[src/hw/l1d_geometry_pkg.sv]
package l1d_geometry_pkg;

	////////////////////
	// cache shape
	////////////////////
	localparam int TAG_WIDTH = 21;
	localparam int SET_INDEX_WIDTH = 5;
	localparam int NUM_WAYS = 4;
	localparam int WORD_SELECT_WIDTH = 4;
	localparam int NUM_SETS = 1 << SET_INDEX_WIDTH;
	localparam int NUM_STRANDS = 4;

	// 16 words of 32 bits per line
	localparam int WORD_WIDTH = 32;
	localparam int LINE_WIDTH = WORD_WIDTH << WORD_SELECT_WIDTH;

	////////////////////
	// types
	////////////////////
	typedef logic [TAG_WIDTH - 1:0] tag_t;
	typedef logic [SET_INDEX_WIDTH - 1:0] set_index_t;
	typedef logic [$clog2(NUM_WAYS) - 1:0] way_index_t;
	typedef logic [LINE_WIDTH - 1:0] line_t;
	typedef logic [WORD_WIDTH - 1:0] word_t;
	typedef logic [$clog2(NUM_STRANDS) - 1:0] strand_t;

endpackage

[src/hw/lru_victim.sv]
`timescale 1ns/1ps

module lru_victim
	(input clk,
	input reset_i,
	input access_i,
	input l1d_geometry_pkg::set_index_t access_set_i,
	input l1d_geometry_pkg::way_index_t access_way_i,
	input l1d_geometry_pkg::set_index_t set_i,
	input free_i,
	input l1d_geometry_pkg::way_index_t free_way_i,
	output l1d_geometry_pkg::way_index_t victim_way_o);

	import l1d_geometry_pkg::*;

	// bit 0 root, bit 1 picks within ways 0/1, bit 2 within ways 2/3
	logic [NUM_WAYS - 2:0] tree [NUM_SETS];
	logic [NUM_WAYS - 2:0] cur_tree;

	assign cur_tree = tree[set_i];

	always_comb
	begin
		if (free_i)
			victim_way_o = free_way_i;
		else if (!cur_tree[0])
			victim_way_o = {1'b0, cur_tree[1]};
		else
			victim_way_o = {1'b1, cur_tree[2]};
	end

	////////////////////
	// update on hit or fill
	////////////////////
	always_ff @(posedge clk)
	begin
		if (reset_i)
		begin
			for (int s = 0; s < NUM_SETS; s++)
				tree[s] <= '0;
		end
		else if (access_i)
		begin
			// point away from the way just touched
			tree[access_set_i][0] <= ~access_way_i[1];
			if (access_way_i[1])
				tree[access_set_i][2] <= ~access_way_i[0];
			else
				tree[access_set_i][1] <= ~access_way_i[0];
		end
	end

endmodule

[config.mk]
export PLATFORM = sky130hd
export DESIGN_NAME = lru_victim
export DESIGN_NICKNAME = d
export VERILOG_FILES = /design/src/hw/l1d_geometry_pkg.sv /design/src/hw/lru_victim.sv
export SDC_FILE = /design/constraint.sdc
export NUM_CORES = 1
export LEC_CHECK = 0
export ABC_AREA = 1
export ABC_CLOCK_PERIOD_IN_PS = 1900
export BUFFER_PORTS_ARGS = -buffer_cell sky130_fd_sc_hd__buf_2
export CAP_MARGIN = 20
export CORE_MARGIN = 2
export CORE_UTILIZATION = 59
export DETAILED_ROUTE_END_ITERATION = 8
export PLACE_DENSITY_LB_ADDON = 0.05
export SLEW_MARGIN = 40
export SYNTH_ARGS = -nofsm -noshare
export SYNTH_HDL_FRONTEND = slang
export SYNTH_SLANG_ARGS = --single-unit
[constraint.sdc]
create_clock -name clk -period 1.9 [get_ports clk]
set_clock_uncertainty 0.05 [all_clocks]
set_input_delay 0 -clock clk [delete_from_list [all_inputs] [get_ports clk]]
set_output_delay 0 -clock clk [all_outputs]
set_load 0.02 [all_outputs]
Yosys cells after proc, flatten, opt, wreduce, memory -nomap -nowiden
Memories as Yosys holds them, arrays and structs flattened.
Index checks and enable logic that the tools add are counted.
- bitwise operators: 2
- multiplexer cells: 18
- reductions and logical operators: 1
- operators with widths (kind ; number):
    two-way mux 1 bit ; 13
    two-way mux 3 bit ; 2
    two-way mux 5 bit ; 1
    two-way mux 2 bit ; 2
    OR reduction 3 bit ; 1
    NOT 1 bit ; 2
- memory bits (writable): 96
- register bits after elaboration: 0
- memories: 1
- word-level logic and storage cells: 22
- input bits: 18
- memories (memory ; depth ; width ; read ports ; clocked after memory_dff ; wr ports ; line ; text):
    tree ; 32 ; 3 ; 1 ; 0 ; 32 ; lru_victim.sv:17 ; logic [NUM_WAYS - 2:0] tree [NUM_SETS];

Logic depth before layout (Yosys ltp)
- depth after elaboration: 6
- depth in mapped cells: 15

Worst setup path after synthesis
No wires, ideal clock.
- kind: in2reg
- start: in access_way_i[1]
- end: mem tree[21][2] in the netlist's numbering, enable pin
- setup time: 0.293 ns
- buffers on the path: 2
- data arrival time: 0.997 ns
- stages on the path: 6
- slack: 0.559 ns
- cell sequence: buf_2 -> inv_1 -> nor3_1 -> buf_2 -> nand3_1 -> nand2_1
- RTL lines (item ; line ; text):
    start, declared ; lru_victim.sv:8 ; input l1d_geometry_pkg::way_index_t access_way_i,
    end, declared ; lru_victim.sv:17 ;

Final worst setup path
- start: mem tree[30][2] in the netlist's numbering
- end: out victim_way_o[0]
- word-level cells in the longest chain between the ends: 3
- RTL lines (item ; line ; text):
    memory (32 x 3 bit) ; -- ;
    two-way mux 2 bit ; lru_victim.sv:26 ; else if (!cur_tree[0])
    two-way mux 2 bit ; lru_victim.sv:24 ; if (free_i)
    end, declared ; lru_victim.sv:12 ; output l1d_geometry_pkg::way_index_t victim_way_o);
Every way passes these cells.

==> impl_summary.log <==
[metrics] pre-CTS worst setup slack: about 0.3 ns
[metrics] critical path fanouts, max: 1
[metrics] kind of critical path: register to output pin
[metrics] endpoint kind of the worst setup timing path: output pin
[metrics] largest buffer count on any clock path: 2
[metrics] number of buffers inserted during clock tree synthesis: 9
[metrics] status: finished clean
[metrics] Clock Sink Count: 96
[metrics] Static Leakage: ~0.0026 uW
[metrics] cell type with the highest aggregate area in the netlist: sky130_fd_sc_hd__edfxtp_1
[metrics] sw frac: a little over a quarter
[metrics] clock slew seen by the registers of the worst setup and hold paths: around 0.1 ns
[metrics] sequential cell area fraction in the yosys report: a little over half
[metrics] count of state elements after synthesis: 96
[metrics] share of the clock period used by the worst path: 93.6%
[metrics] mean post-synth cell area: about 7.7 sq um
[metrics] overall power of the completed layout: between 4000 and 5000 uW
[metrics] worst endpoint data arrival time: between 1.5 and 2 ns
[metrics] All-Layer GR Usage: approximately 30%
[metrics] via total after detailed routing: roughly 4,700
[metrics] Post-CTS Hold Fix Bufs: 0
[metrics] register name with the most flops: tree
[metrics] worst hold path type: primary input to register
[metrics] routed wirelength normalized by instance count: 16.5 microns
[metrics] number of max-cap violations: 0
[metrics] Net Count, Synth: between 700 and 800
[metrics] fraction of power consumed by the clock network: approximately a third
[metrics] final number of setup-violating endpoints: 0
[metrics] Antenna Diode Count: 0
[metrics] cells after synthesis: roughly 720
[metrics] Final Worst Setup Slack: 0.121 ns
[metrics] net count reported at finish: approximately 750
[metrics] FMAX: roughly 560 MHz
[metrics] antenna violations before repair: 0
[metrics] Setup Fix Bufs, Post-CTS: 0
[metrics] maximum resistive drop on vdd: 0.000443 V
[metrics] gr ovfl total: 0
[metrics] TritonRoute pass-1 iters: 5
[metrics] maximum number of pins on one net before global-route repair: between 60 and 70
[metrics] depth of the CTS H-tree: 3
[metrics] chip width: a little over 100 microns
[metrics] initial standard-cell utilization of the core: between 60% and 70%
[metrics] Yosys warning count: 0
[metrics] required time worst endpoint: roughly 1.9 ns
[metrics] clock tree root buffer cell: sky130_fd_sc_hd__clkbuf_8
[metrics] worst relative slew slack: between 60% and 70%
[metrics] synth-to-layout area growth: 9.58%
[metrics] height of the chip: just over 100 microns
[metrics] I/O pin cnt: 20
[metrics] internal power of the cells: ~3300 uW
[metrics] family with the most delay on the worst path: simple AND/OR/NAND/NOR gates
[metrics] flip-flop count of the largest register after layout: between 90 and 100
[metrics] number of instances resized during post-cts repair: 0
[metrics] critical-path cell list: inv_1, nand2_1, nand3_1, nand3_2, nand3_1, nand2_1, nand2_1, nand2_1, nand2_1, nand2_1, nand2_1, nand2_1, buf_6
[metrics] pin slew with the least headroom to its limit: approximately 0.57 ns
[metrics] post-route ant nets: 0
[metrics] highest-delay cell along the critical path: sky130_fd_sc_hd__edfxtp_1
[metrics] Area contributors post-synth: sky130_fd_sc_hd__edfxtp_1 52%, sky130_fd_sc_hd__nand2_1 17%, sky130_fd_sc_hd__nand3_1 7.5%
[metrics] Iter 0 DRT Violations: roughly 370
[metrics] share of final-layout standard cells stronger than drive strength 1: about 14%
[metrics] Comb power frac: a little over an eighth
[metrics] Final Hold Vio Count: 0
[metrics] vias in the first global route: around 4,400
[metrics] placed wire-length estimate: 9300 microns
[metrics] number of rows created at floorplan: 35
[metrics] Top Registers: tree (96)
[metrics] Min Clock Period, post-route: approximately 1.8 ns
[metrics] Netlist cell types: 18
[metrics] cell repeated most along the worst path: sky130_fd_sc_hd__nand2_1
[metrics] Buf/Inv on CP: 2
[metrics] number of DRC violations after detailed routing: 0
[metrics] area share of the leading cell type in the synthesized netlist: 52.1%
[metrics] share of power burned in registers: between 50% and 60%
[metrics] post-synthesis cell area: around 5500 sq um
[metrics] DIE AREA: about 10,000 sq um
[metrics] type of origin of the critical path: register
[metrics] number of port buffers: 19
[metrics] number of pins exceeding their max-slew limit in the final report: 0
[metrics] Power Density: 750 nW/um^2
[metrics] Critical Path Max Stage Delay: 0.41 ns
[metrics] switching power: between 1000 and 1500 uW
[metrics] clock tree from TritonCTS: yes
[metrics] wire length after detailed routing: 13,900 microns
[metrics] via-per-instance ratio: about 5.6
[metrics] final weighted congestion of routability-driven global placement: approximately 0.88
[metrics] Core Region: roughly 9200 sq um
[metrics] first-pass GRT wire length: between 20,000 and 25,000 microns
==> cell usage after synthesis <==
cell type                  count
sky130_fd_sc_hd__buf_1         4
sky130_fd_sc_hd__buf_4         1
sky130_fd_sc_hd__inv_2         8
sky130_fd_sc_hd__inv_1        77
sky130_fd_sc_hd__o21ai_1       1
sky130_fd_sc_hd__nor3_2        2
sky130_fd_sc_hd__nor3_4        4
sky130_fd_sc_hd__edfxtp_1     96
sky130_fd_sc_hd__clkinv_1      1
sky130_fd_sc_hd__nand3_1      83
sky130_fd_sc_hd__nand2_1     245
sky130_fd_sc_hd__clkbuf_1     26
sky130_fd_sc_hd__nor2_1       85
sky130_fd_sc_hd__o21ai_0      37
sky130_fd_sc_hd__nor2_2        7
sky130_fd_sc_hd__nor2_4        3
sky130_fd_sc_hd__buf_2        13
sky130_fd_sc_hd__nor3_1       28
==> cell usage in the layout, fill, tap and decap left out, drive strengths merged <==
cell / n
clkbuf: 9
clkinv: 4
nand3: 83
nand2: 245
nor2: 95
edfxtp: 96
inv: 86
bufinv: 2
nor3: 34
o21ai: 38
buf: 40
==> per-layer routing <==
metal	global-route usage [%]	vias up	routed length (microns)
li1	-	2311	-
met1	41.7	2215	5910
met2	45.0	196	6460
met3	4.79	24	1220
met4	12.0	0	326
met5	0	-	0
==> path summary, 6_finish.rpt <==
| kind | startpoint | end | slack, ns | depth (start not counted) |
|---|---|---|---|---|
| setup / recovery | tree[30][2] | victim_way_o[0] | 0.12 | 13 |
| hold / removal | access_i | tree[3][0] | 0.06 | 3 |
==> cell families (layout without fill, tap and decap cells) <==
family | count (synthesis) | after routing | synth area share, %
AOI/OAI and AO/OA | 38 | 38 | 3.43
and+or+nand+nor | 457 | 457 | 35.3
buffers and inverters | 130 | 141 | 9.17
DFF | 96 | 96 | 52.1
==> power groups by stage <==
stage	sequential, uW	clock [uW]	combinational (uW)
final	2470	1490	596
after global routing	2480	1550	666
after CTS	2470	1480	567
after detailed placement	2510	0	564
after global placement	2510	0	551
after floorplan	2500	0	385
==> final cells by class <==
cell class / count / area (sq um)
repair buffers: 40 / 284
flip-flops and latches: 96 / 2880
well taps: 111 / 139
clock inverters: 6 / 83.8
inverters: 86 / 323
clock buffers: 9 / 124
fillers: 766 / 3080
multi-input cells: 495 / 2230
==> through the flow <==
stage / setup TNS (ns) / util [%] / instance area (sq um) / hold WS [ns] / instances
floorplan: 0 / - / 5540 / 0.116 / 721
global placement: 0 / 63.0 / 5770 / 0.256 / 828
detailed placement: 0 / 63.0 / 5770 / 0.277 / 828
CTS: 0 / 65.3 / 5980 / 0.0489 / 843
global route: -0.0268 / 66.3 / 6070 / 0.0843 / 843
finish: 0 / 66.3 / 6070 / 0.0555 / 843
Note: power is estimated with default switching activity, not from simulation.
