[config.mk]
export PLATFORM = sky130hd
export DESIGN_NAME = load_miss_queue_flat
export DESIGN_NICKNAME = d
export VERILOG_FILES = /design/src/hw/l1d_geometry_pkg.sv /design/src/hw/l2_bus_pkg.sv /design/src/hw/l2_bus_if.sv /design/src/hw/load_miss_queue.sv /design/src/flat_wrapper.sv
export SDC_FILE = /design/constraint.sdc
export NUM_CORES = 1
export LEC_CHECK = 0
export ABC_AREA = 1
export ABC_CLOCK_PERIOD_IN_PS = 2300
export BUFFER_PORTS_ARGS = -buffer_cell sky130_fd_sc_hd__buf_2
export CELL_PAD_IN_SITES_DETAIL_PLACEMENT = 1
export CELL_PAD_IN_SITES_GLOBAL_PLACEMENT = 2
export CORE_AREA = 2 2 472 474
export CTS_BUF_LIST = sky130_fd_sc_hd__clkbuf_2 sky130_fd_sc_hd__clkbuf_4 sky130_fd_sc_hd__clkbuf_8
export CTS_CLUSTER_DIAMETER = 80
export DETAILED_ROUTE_END_ITERATION = 8
export DIE_AREA = 0 0 474 476
export HOLD_SLACK_MARGIN = 0.08
export PLACE_DENSITY_LB_ADDON = 0.1
export SYNTH_ARGS = -nofsm -noshare
export SYNTH_HDL_FRONTEND = slang
export SYNTH_SLANG_ARGS = --single-unit
[constraint.sdc]
create_clock -name clk -period 2.3 [get_ports clk]
set_clock_uncertainty 0.2 [all_clocks]
set_input_delay 0.46 -clock clk [delete_from_list [all_inputs] [get_ports clk]]
set_output_delay 0.46 -clock clk [all_outputs]
set_load 0.01 [all_outputs]
[src/hw/l1d_geometry_pkg.sv]
package l1d_geometry_pkg;

	////////////////////
	// cache shape
	////////////////////
	localparam int TAG_WIDTH = 21;
	localparam int SET_INDEX_WIDTH = 5;
	localparam int NUM_WAYS = 4;
	localparam int WORD_SELECT_WIDTH = 4;
	localparam int NUM_SETS = 1 << SET_INDEX_WIDTH;
	localparam int NUM_STRANDS = 4;

	// 16 words of 32 bits per line
	localparam int WORD_WIDTH = 32;
	localparam int LINE_WIDTH = WORD_WIDTH << WORD_SELECT_WIDTH;

	////////////////////
	// types
	////////////////////
	typedef logic [TAG_WIDTH - 1:0] tag_t;
	typedef logic [SET_INDEX_WIDTH - 1:0] set_index_t;
	typedef logic [$clog2(NUM_WAYS) - 1:0] way_index_t;
	typedef logic [LINE_WIDTH - 1:0] line_t;
	typedef logic [WORD_WIDTH - 1:0] word_t;
	typedef logic [$clog2(NUM_STRANDS) - 1:0] strand_t;

endpackage

[src/hw/l2_bus_pkg.sv]
package l2_bus_pkg;

	////////////////////
	// opcodes
	////////////////////
	typedef logic [1:0] l2_op_t;

	localparam l2_op_t L2_OP_LOAD = 2'd0;

	////////////////////
	// request id
	////////////////////
	// unit number in the top bits, entry in the low bits
	localparam int L2_ID_UNIT_WIDTH = 2;
	localparam int L2_ID_ENTRY_WIDTH = 2;

	typedef logic [L2_ID_UNIT_WIDTH + L2_ID_ENTRY_WIDTH - 1:0] l2_id_t;

	// one enable bit per byte of a line
	localparam int L2_MASK_WIDTH = l1d_geometry_pkg::LINE_WIDTH / 8;

	////////////////////
	// line address
	////////////////////
	localparam int L2_ADDRESS_WIDTH = l1d_geometry_pkg::TAG_WIDTH
		+ l1d_geometry_pkg::SET_INDEX_WIDTH;

	typedef union packed {
		logic [L2_ADDRESS_WIDTH - 1:0] raw;
		struct packed {
			l1d_geometry_pkg::tag_t tag;
			l1d_geometry_pkg::set_index_t set_index;
		} fields;
	} l2_address_t;

endpackage

[src/hw/l2_bus_if.sv]
`timescale 1ns/1ps

interface l2_bus_if;
	import l1d_geometry_pkg::*;
	import l2_bus_pkg::*;

	// request side
	logic pci_valid;
	logic pci_ack;
	l2_id_t pci_id;
	l2_op_t pci_op;
	way_index_t pci_way;
	l2_address_t pci_address;
	line_t pci_data;
	logic [L2_MASK_WIDTH - 1:0] pci_mask;

	// response side
	logic cpi_valid;
	l2_id_t cpi_id;
	l2_op_t cpi_op;
	logic cpi_allocate;
	way_index_t cpi_way;
	line_t cpi_data;

	modport requester(
		output pci_valid, pci_id, pci_op, pci_way, pci_address, pci_data, pci_mask,
		input pci_ack, cpi_valid, cpi_id, cpi_op, cpi_allocate, cpi_way, cpi_data);

	modport monitor(
		input cpi_valid, cpi_id, cpi_op, cpi_allocate, cpi_way, cpi_data);

endinterface

[src/hw/load_miss_queue.sv]
`timescale 1ns/1ps

module load_miss_queue
	#(parameter logic [l2_bus_pkg::L2_ID_UNIT_WIDTH - 1:0] L1D_UNIT_ID = 1)
	(input clk,
	input reset_i,
	input request_i,
	input l2_bus_pkg::l2_address_t miss_addr_i,
	input l1d_geometry_pkg::way_index_t victim_way_i,
	input l1d_geometry_pkg::strand_t strand_i,
	output logic [l1d_geometry_pkg::NUM_STRANDS - 1:0] load_complete_o,
	output l2_bus_pkg::l2_address_t load_complete_addr_o,
	output l1d_geometry_pkg::way_index_t load_complete_way_o,
	l2_bus_if.requester l2);

	import l1d_geometry_pkg::*;
	import l2_bus_pkg::*;

	localparam logic [1:0] STATE_IDLE = 2'd0;
	localparam logic [1:0] STATE_WAIT_L2_ACK = 2'd1;
	localparam logic [1:0] STATE_L2_ISSUED = 2'd2;

	logic [1:0] state_q;
	logic [1:0] state_nxt;
	l2_address_t miss_addr_q;
	way_index_t miss_way_q;
	strand_t miss_strand_q;
	logic fill_match;

	////////////////////
	// request
	////////////////////
	assign l2.pci_valid = state_q == STATE_WAIT_L2_ACK;
	assign l2.pci_id = {L1D_UNIT_ID, {L2_ID_ENTRY_WIDTH{1'b0}}};
	assign l2.pci_op = L2_OP_LOAD;
	assign l2.pci_way = miss_way_q;
	assign l2.pci_address = miss_addr_q;
	assign l2.pci_data = '0;
	assign l2.pci_mask = '0;

	// only our own load fills, and only after the ack
	assign fill_match = state_q == STATE_L2_ISSUED && l2.cpi_valid
		&& l2.cpi_id[$bits(l2_id_t) - 1 -: L2_ID_UNIT_WIDTH] == L1D_UNIT_ID
		&& l2.cpi_op == L2_OP_LOAD;

	assign load_complete_o = fill_match ? NUM_STRANDS'(1) << miss_strand_q : '0;
	assign load_complete_addr_o = miss_addr_q;
	assign load_complete_way_o = miss_way_q;

	always_ff @(posedge clk)
	begin
		if (request_i && state_q == STATE_IDLE)
		begin
			miss_addr_q <= miss_addr_i;
			miss_way_q <= victim_way_i;
			miss_strand_q <= strand_i;
		end
	end

	////////////////////
	// FSM
	////////////////////
	always_comb
	begin
		state_nxt = state_q;
		case (state_q)
			STATE_IDLE:
			begin
				if (request_i)
					state_nxt = STATE_WAIT_L2_ACK;
			end

			STATE_WAIT_L2_ACK:
			begin
				if (l2.pci_ack)
					state_nxt = STATE_L2_ISSUED;
			end

			STATE_L2_ISSUED:
			begin
				if (fill_match)
					state_nxt = STATE_IDLE;
			end

			default:
				state_nxt = STATE_IDLE;
		endcase
	end

	always_ff @(posedge clk)
	begin
		if (reset_i)
			state_q <= STATE_IDLE;
		else
			state_q <= state_nxt;
	end

endmodule

[src/flat_wrapper.sv]
// flat-port wrapper written by rule: the top's interface ports become plain ports
module load_miss_queue_flat import l1d_geometry_pkg::*; import l2_bus_pkg::*;
#(parameter logic [l2_bus_pkg::L2_ID_UNIT_WIDTH - 1:0] L1D_UNIT_ID = 1)
  (clk, reset_i, request_i, miss_addr_i, victim_way_i, strand_i, load_complete_o, load_complete_addr_o, load_complete_way_o, l2_pci_valid, l2_pci_id, l2_pci_op, l2_pci_way, l2_pci_address, l2_pci_data, l2_pci_mask, l2_pci_ack, l2_cpi_valid, l2_cpi_id, l2_cpi_op, l2_cpi_allocate, l2_cpi_way, l2_cpi_data);
  l2_bus_if l2_i ();
  input clk;
  input reset_i;
  input request_i;
  input l2_bus_pkg::l2_address_t miss_addr_i;
  input l1d_geometry_pkg::way_index_t victim_way_i;
  input l1d_geometry_pkg::strand_t strand_i;
  output logic [l1d_geometry_pkg::NUM_STRANDS - 1:0] load_complete_o;
  output l2_bus_pkg::l2_address_t load_complete_addr_o;
  output l1d_geometry_pkg::way_index_t load_complete_way_o;
  output wire logic [$bits(l2_i.pci_valid)-1:0] l2_pci_valid;
  output wire logic [$bits(l2_i.pci_id)-1:0] l2_pci_id;
  output wire logic [$bits(l2_i.pci_op)-1:0] l2_pci_op;
  output wire logic [$bits(l2_i.pci_way)-1:0] l2_pci_way;
  output wire logic [$bits(l2_i.pci_address)-1:0] l2_pci_address;
  output wire logic [$bits(l2_i.pci_data)-1:0] l2_pci_data;
  output wire logic [$bits(l2_i.pci_mask)-1:0] l2_pci_mask;
  input wire logic [$bits(l2_i.pci_ack)-1:0] l2_pci_ack;
  input wire logic [$bits(l2_i.cpi_valid)-1:0] l2_cpi_valid;
  input wire logic [$bits(l2_i.cpi_id)-1:0] l2_cpi_id;
  input wire logic [$bits(l2_i.cpi_op)-1:0] l2_cpi_op;
  input wire logic [$bits(l2_i.cpi_allocate)-1:0] l2_cpi_allocate;
  input wire logic [$bits(l2_i.cpi_way)-1:0] l2_cpi_way;
  input wire logic [$bits(l2_i.cpi_data)-1:0] l2_cpi_data;
  assign l2_pci_valid = l2_i.pci_valid;
  assign l2_pci_id = l2_i.pci_id;
  assign l2_pci_op = l2_i.pci_op;
  assign l2_pci_way = l2_i.pci_way;
  assign l2_pci_address = l2_i.pci_address;
  assign l2_pci_data = l2_i.pci_data;
  assign l2_pci_mask = l2_i.pci_mask;
  assign l2_i.pci_ack = l2_pci_ack;
  assign l2_i.cpi_valid = l2_cpi_valid;
  assign l2_i.cpi_id = l2_cpi_id;
  assign l2_i.cpi_op = l2_cpi_op;
  assign l2_i.cpi_allocate = l2_cpi_allocate;
  assign l2_i.cpi_way = l2_cpi_way;
  assign l2_i.cpi_data = l2_cpi_data;
  load_miss_queue #(.L1D_UNIT_ID(L1D_UNIT_ID)) u_core (.clk(clk), .reset_i(reset_i), .request_i(request_i), .miss_addr_i(miss_addr_i), .victim_way_i(victim_way_i), .strand_i(strand_i), .load_complete_o(load_complete_o), .load_complete_addr_o(load_complete_addr_o), .load_complete_way_o(load_complete_way_o), .l2(l2_i));
endmodule
[Yosys cells after proc, flatten, opt, wreduce, memory -nomap -nowiden]
Index checks and enable logic that the tools add are counted.
Storage, ports and cells
  output and inout port bits: 643
  word-level logic and storage cells: 23
  register bits: 32
  input bits: 556
Cells by class
  shifts and indexed selects: 1
  equality and inequality tests: 6
  reduce and logical (&&, ||, !) cells: 7
  mux-type cells: 5
Operators with widths (count)
  2-bit 2-to-1 mux: 3
  2-bit case mux with 3 select lines: 1
  2-bit by 1-bit == test with 1-bit output, second input constant: 2
  1-bit logical AND: 4
  2-bit zero test: 2
  4-bit 2-to-1 mux: 1
  2-bit by 1-bit inequality test with 1-bit output, second input constant: 2
  1-bit by 2-bit left shift with 4-bit output, first input constant: 1
  3-bit AND reduction: 1
  2-bit == test, second input constant: 1
  2-bit inequality test, second input constant: 1

[Depth between registers and ports, before layout]
Gate-level depths: netlist of the first run.
  word-level depth: 6
  mapped depth: 5
  depth with buffers taken out: 5

[Worst setup path after synthesis of the first run]
No wires, ideal clock.
  path type: input port to flip-flop
  start point: input port request_i
  end point: register u_core.miss_addr_q, in the netlist u_core.l2.pci_address[0], enable pin
  data required time: 1.715 ns
  arrival: 1.113 ns
  library setup time: 0.385 ns
  path buffers: 0
  path slack: 0.602 ns
  cell stages on the path: 2
  cells stage by stage: nand2_1 inv_1
On the way
  word-level cells in the longest chain between the ends: 1
RTL lines
  from (decl): line flat_wrapper.sv:8  | input request_i;
  1-bit logical AND: line load_miss_queue.sv:52  | if (request_i && state_q == STATE_IDLE)
  to (signal assigned): line load_miss_queue.sv:54  | miss_addr_q <= miss_addr_i;
  to (decl): line load_miss_queue.sv:25  | l2_address_t miss_addr_q;
Every way passes these cells.
A chain may end at the register's enable or synchronous reset.

[Worst setup path after layout of the first run]
  start point: register u_core.state_q[0]
  end point: output port load_complete_o[0] (netlist name)
On the way
  word-level cells in the longest chain between the ends: 5
RTL lines
  from (decl): line load_miss_queue.sv:23  | logic [1:0] state_q;
  from (signal assigned): line load_miss_queue.sv:95  | state_q <= state_nxt;
  2-bit == test: line load_miss_queue.sv:42  | assign fill_match = state_q == STATE_L2_ISSUED && l2.cpi_valid
  1-bit logical AND: line load_miss_queue.sv:42
  1-bit logical AND: line load_miss_queue.sv:43  | && l2.cpi_id[$bits(l2_id_t) - 1 -: L2_ID_UNIT_WIDTH] == L1D_UNIT_ID
  1-bit logical AND: line load_miss_queue.sv:44  | && l2.cpi_op == L2_OP_LOAD;
  4-bit 2-to-1 mux: line load_miss_queue.sv:46  | assign load_complete_o = fill_match ? NUM_STRANDS'(1) << miss_strand_q : '0;
  to (decl): line flat_wrapper.sv:12  | output logic [l1d_geometry_pkg::NUM_STRANDS - 1:0] load_complete_o;
Every way passes these cells.

==> results of run 1 <==
==> metal layers <==
metal  up-vias  global-route usage
li1        997                   -
met1      1041              0.0131
met2       491              0.0215
met3        18             0.00525
met4         0             0.00200
met5         -                   0
==> power groups by stage <==
stage / Combinational [mW] / Sequential, mW / Clock, mW
3_3_place_gp: 0.642 / 0.749 / 0
2_1_floorplan: 1.23 / 0.738 / 0
5_1_grt: 0.772 / 0.738 / 0.566
4_1_cts: 0.639 / 0.734 / 0.542
6_report: 0.680 / 0.729 / 0.498
3_5_place_dp: 0.639 / 0.747 / 0
==> cells in the mapped netlist <==
library cell  count
a21oi_1           2
buf_4           610
conb_1            2
dfxtp_1           2
edfxtp_1         30
inv_1             6
nand2_1           6
nand3_2           1
nor2_1            3
nor2_2            1
nor3_1            4
o21bai_1          1
==> how the worst max path moves through the flow <==
stage                                         from                                 end  slack (ns)  depth (start not counted)
global route        u_core.state_q[0]$_SDFFE_PP0P_                  load_complete_o[0]        0.08                          6
finish              u_core.state_q[0]$_SDFFE_PP0P_                  load_complete_o[0]        0.23                          6
global placement                      l2_cpi_id[3]                  load_complete_o[0]        0.20                          7
floorplan                                request_i  u_core.l2.pci_address[0]$_DFFE_PP_        0.60                          2
detailed placement                    l2_cpi_id[3]                  load_complete_o[0]        0.25                          7
CTS                 u_core.state_q[0]$_SDFFE_PP0P_                  load_complete_o[0]        0.17                          6
==> critical path, cell delays in order (launching register included) <==
cell,delay [ns]
dfxtp_1,0.32
inv_1,0.07
nand2_1,0.08
nor2_2,0.11
nand3_2,0.10
nor3_1,0.22
buf_2,0.22
==> state kept, by name, summed over array words and instances, names as in the netlist <==
signal and count:
u_core.state_q 2, u_core.miss_strand_q 2, u_core.l2.pci_address 26, u_core.l2.pci_way 2
==> metrics by stage <==
step                total power, mW    util  area, um^2  setup slack [ns]  hold slack [ns]
global route                   2.08  0.0342        7560            0.0789           0.0902
CTS                            1.91  0.0342        7560             0.167           0.0943
finish                         1.91  0.0342        7560             0.226            0.121
detailed placement             1.39  0.0338        7470             0.252            0.335
floorplan                      1.97       -        7820             0.602            0.300
global placement               1.39  0.0338        7470             0.203            0.353
==> logic make-up after synthesis <==
kind of cell    count (synthesis)  synth area share
buf+inv                       616             0.816
flops                          32             0.167
simple gates                   15            0.0124
compound gates                  3           0.00311
other cells                     2           0.00133
==> placed cells by master, fill, tap and decap left out <==
cell type	synthesis	final
conb_1	2	582
buf_2	0	99
edfxtp_1	30	30
inv_1	6	6
nand2_1	6	6
clkbuf_8	0	5
nor3_1	4	4
nor2_1	3	3
a21oi_1	2	2
clkbuf_4	0	2
dfxtp_1	2	2
diode_2	0	1
nor2_2	1	1
nand3_2	1	1
o21bai_1	1	1
clkinv_1	0	1
buf_12	0	1
==> area by class of cell <==
cell class | instances | area, um^2
Clock inverter | 1 | 3.75
Clock buffer | 7 | 83.8
Timing Repair Buffer | 100 | 515
Multi-Input combinational cell | 600 | 2270
Sequential cell | 32 | 941
Inverter | 6 | 22.5
Fill cell | 26700 | 213000
Antenna cell | 1 | 2.50
Tap cell | 2975 | 3720
==> flow_summary.json, run 1 <==
{
  "timing.hold.worst.class": "in2reg",
  "critical_path.reg2reg.endpoint": "u_core.l2.pci_address[10]$_DFFE_PP_",
  "r2r_slack_ns": 0.94,
  "setup_repair_after_global_routing_missed_its_margin": "false",
  "detailedRoute.firstPassIterationCount": 4,
  "met3WireLength_um": 2410,
  "post_synth.cell_area_avg_um2": 8.44,
  "wire_length_of_the_first_global_routing_pass_um": 18100,
  "dieArea_mm2": 0.226,
  "cell_type_contributing_the_most_total_cell_area_after_synthesis": "buf_4",
  "hold_viol": 0,
  "number_of_antenna_violations_at_the_first_check_in_global_routing": 10,
  "wirelength_met1_um": 5960,
  "syn_inst": 668,
  "yosys_warning_total": 0,
  "tritoncts": "yes",
  "power.sequential.fraction": 0.382,
  "worst_hold_path.num_cells": 1,
  "top_layer_used": "met4",
  "max_freq_mhz": 482,
  "max_cap_violations": 0,
  "worst-endpoint-arrival_ns": 1.41,
  "place.gp.congestion": 0.616,
  "synth_top_area_frac": 0.812,
  "fp_rows": 173,
  "timing.hold.worst_endpoint": "u_core.l2.pci_address[24]$_DFFE_PP_",
  "postSynthRegisterBits": 32,
  "dp_hpwl_um": 16000,
  "synth.top_cells.by_area": "buf_4 81%, edfxtp_1 16%, dfxtp_1 0.71%",
  "portBuffers": 99,
  "p_clk_frac": 0.261,
  "clk_root_buffer_cell": "clkbuf_8",
  "crit_path_max_fanout": 4,
  "clock-sinks": 32,
  "timing_worst_setup_path_type": "reg2out",
  "total_leakage_power_nw": 2.70,
  "synth_cell_types": 12,
  "post_route_cells_drive_above_1_share": 0.146,
  "power.combinational.fraction": 0.357,
  "met2_wire_length_um": 8290,
  "post_cts_hold_buffer_count": 0,
  "area_growth_syn_to_layout_pct": 34.2,
  "vias": 2547,
  "htree_levels": 2,
  "hold_start": "miss_addr_i[24]",
  "timing.final.max_slew_violations": 0,
  "vias_in_the_first_global_route": 1851,
  "r2r.worst_path.cells": 4,
  "drc_errors": 0,
  "clockBufferDepth": 2,
  "dieWidth_um": 474,
  "layout_worst_path_cycle_share": 0.902,
  "p_int_mw": 1.00,
  "startpoint_class": "flip-flop",
  "placed_cells_incl_taps": 3713,
  "floorplan.initialDensity": 0.0255,
  "postCtsSetupBuffers": 0,
  "synth_area_mm2": 0.00564,
  "die_height_um": 476,
  "total_net_switching_power_uw": 905,
  "setup_viol": 0,
  "clock_latency_ns": 0.30,
  "floorplan.io_pins": 1199,
  "power_density_mw_per_mm2": 252,
  "synth.yosys.seq_area_share": 0.167,
  "layoutNonFillerInstCount": 3722,
  "grt_remaining_overflow": 0,
  "layout_min_cycle_time_ns": 2.07,
  "detail_route.wirelength_um": 16800,
  "core_area_mm2": 0.221,
  "grt_max_degree": 31,
  "cts-resized-gates": 0,
  "gr-usage-all-layers": 0.0120,
  "clk_transition_reported_paths_ns": 0.08,
  "vdd.ir_drop.worst_mv": 0.159,
  "net_switching_fraction_of_the_power": 0.475,
  "data_required_time_of_the_worst_path_ns": 1.64,
  "drt-initial-drc-count": 44,
  "end_kind": "output pin",
  "r2r-start": "u_core.state_q[1]$_SDFFE_PP0P_",
  "routed_wire_length_per_instance_um": 4.52,
  "fin_setup_tns_ns": 0,
  "outcome": "finished clean",
  "fin_nets": 1301,
  "cts_inserted_buffers": 5,
  "via_count_normalized_by_instance_count": 0.684,
  "antenna_violating_nets_post_route": 0
}
Note: power is estimated with default switching activity, not from simulation.
==> inputs of run 2 (changes only) <==
--- a/config.mk
+++ b/config.mk
@@ -6,7 +6,7 @@
 export NUM_CORES = 1
 export LEC_CHECK = 0
 export ABC_AREA = 1
-export ABC_CLOCK_PERIOD_IN_PS = 2300
+export ABC_CLOCK_PERIOD_IN_PS = 1700
 export BUFFER_PORTS_ARGS = -buffer_cell sky130_fd_sc_hd__buf_2
 export CELL_PAD_IN_SITES_DETAIL_PLACEMENT = 1
 export CELL_PAD_IN_SITES_GLOBAL_PLACEMENT = 2
==> constraint.sdc (replaced) <==
create_clock -name clk -period 1.7 [get_ports clk]
set_clock_uncertainty 0.2 [all_clocks]
set_input_delay 0.34 -clock clk [delete_from_list [all_inputs] [get_ports clk]]
set_output_delay 0.34 -clock clk [all_outputs]
set_load 0.05 [all_outputs]
==> run 2 against run 1 <==
The flow now finishes with violations (setup timing). Sequential share of layout area fell by 0.81 points. Core utilization increased by 0.24 points. Register-to-register slack lost 0.79 ns. Setup slack worse by 0.41 ns. Wire length up 0.97%. Count of clock-buffer cells in the layout decreased by 1. Global-route usage about the same. Die area unchanged. Power rose to 2.8 times the previous value. Non-clock buffer count up 41. First-iteration DRC count is 73% lower. Critical path depth unchanged. Critical path type unchanged.
==> flow_summary.json, run 2 (synthesis results as in run 1) <==
{
  "outcome": "finished with violations",
  "violations": "setup timing",
  "gr-usage-all-layers": 0.0122,
  "core_area_mm2": 0.221,
  "detailedRoute.firstPassIterationCount": 4,
  "number_of_flip_flops_in_the_largest_register": 26,
  "dp_hpwl_um": 16000,
  "end_kind": "output pin",
  "floorplan.io_pins": 1199,
  "drc_errors": 0,
  "dieWidth_um": 474,
  "layoutNonFillerInstCount": 3763,
  "layout_min_cycle_time_ns": 1.89,
  "clock_latency_ns": 0.32,
  "vias_in_the_first_global_route": 2096,
  "layout.cells.most_common_list": "582 x conb_1, 89 x buf_2, 33 x dlygate4sd3_1",
  "max_freq_mhz": 530,
  "area_growth_syn_to_layout_pct": 43.7,
  "detail_route.wirelength_um": 17000,
  "fin_setup_tns_ns": -0.728,
  "dieArea_mm2": 0.226,
  "place.gp.congestion": 0.592,
  "total_leakage_power_nw": 2.92,
  "clk_transition_reported_paths_ns": 0.09,
  "vias": 2660,
  "routed_wire_length_per_instance_um": 4.52,
  "antenna_violating_nets_post_route": 0,
  "via_count_normalized_by_instance_count": 0.707,
  "portBuffers": 99,
  "crit_path_max_fanout": 4,
  "fin_nets": 1342,
  "tritoncts": "yes",
  "die_height_um": 476,
  "final_core_util": 0.0367,
  "cts_inserted_buffers": 5,
  "timing.final.ws_setup_ns": -0.188,
  "dp_slack_ns": -0.149,
  "clockBufferDepth": 2,
  "vdd.ir_drop.worst_mv": 0.217,
  "power_density_mw_per_mm2": 659,
  "most_frequent_standard_cell_in_the_layout_excluding_fill_and_tap_cells": "conb_1",
  "number_of_antenna_violations_at_the_first_check_in_global_routing": 2,
  "clk_root_buffer_cell": "clkbuf_8",
  "timing_worst_setup_path_type": "reg2out",
  "fp_rows": 173,
  "worst-endpoint-arrival_ns": 1.35,
  "layout_worst_path_cycle_share": 1.11,
  "data_required_time_of_the_worst_path_ns": 1.16,
  "grt_max_degree": 31,
  "startpoint_class": "flip-flop",
  "post_route_cells_drive_above_1_share": 0.160,
  "floorplan.initialDensity": 0.0255,
  "grt_remaining_overflow": 0,
  "placed_cells_incl_taps": 3718,
  "setup_viol": 4,
  "drt-initial-drc-count": 12,
  "timing.hold.worst.class": "in2reg",
  "clock-sinks": 32,
  "hold_viol": 0,
  "max_cap_violations": 0,
  "wire_length_of_the_first_global_routing_pass_um": 18600,
  "layout.filler_cells": 26700,
  "htree_levels": 2,
  "fin_worst_hold_slack_ns": 0.215,
  "setup_repair_after_global_routing_missed_its_margin": "true",
  "timing.final.max_slew_violations": 0
}
[run 2: timing repair]
| item | CTS | global route |
|---|---|---|
| hold buffers | 33 | 0 |
| setup buffers | 2 | 3 |
| cloned | 0 | 0 |
| setup endpoints to repair | 10 | 5 |
| resized for setup | 25 | 0 |
| pin swaps | 2 | 2 |
| endpoints found under the hold margin | 32 | 0 |
[run 2: per-layer routing]
metal / up-vias / track usage / wire, um
li1: 1078 / - / -
met1: 1115 / 0.0118 / 5450
met2: 456 / 0.0235 / 9160
met3: 11 / 0.00476 / 2180
met4: 0 / 0.00415 / 217
met5: - / 0 / 0
[run 2: path summary, 6_finish.rpt]
| path | startpoint | to | slack, ns | cells past startpoint |
|---|---|---|---|---|
| worst max-delay path | u_core.state_q[0]$_SDFFE_PP0P_ | load_complete_o[2] | -0.19 | 6 |
| worst min-delay path | l2_cpi_valid | u_core.state_q[1]$_SDFFE_PP0P_ | 0.22 | 4 |
| worst max register to register | u_core.state_q[1]$_SDFFE_PP0P_ | u_core.l2.pci_address[17]$_DFFE_PP_ | 0.15 | 5 |
| worst min register to register | u_core.state_q[0]$_SDFFE_PP0P_ | u_core.state_q[0]$_SDFFE_PP0P_ | 0.35 | 3 |
[run 2: power breakdown]
part	switching [mW]	total [mW]	internal, mW
clock network	0.366	0.818	0.452
logic	3.36	3.55	0.181
registers	0.0469	0.979	0.932
[run 2: final cells by class]
cell class	count	area (um^2)	area share
Tap cell	2975	3720	0.459
Multi-Input combinational cell	600	2340	0.289
Timing Repair Buffer	141	962	0.119
Sequential cell	32	942	0.116
Clock buffer	6	76.3	0.00942
Clock inverter	2	35.0	0.00432
Inverter	6	22.5	0.00278
Antenna cell	1	2.50	0.000309
[run 2: per-stage QoR]
| step | instance area, um^2 | total power [mW] |
|---|---|---|
| 3_3_place_gp | 7550 | 4.39 |
| 3_5_place_dp | 7550 | 4.38 |
| 2_1_floorplan | 7840 | 5.24 |
| 5_1_grt | 8100 | 5.59 |
| 6_report | 8100 | 5.34 |
| 4_1_cts | 8080 | 5.38 |
[run 2: critical path: stages (launching register included)]
cell	delay (ns)
dfxtp_2	0.33
inv_2	0.07
nand2_4	0.06
nor2_4	0.09
nand3_4	0.12
nor3_4	0.17
buf_6	0.18
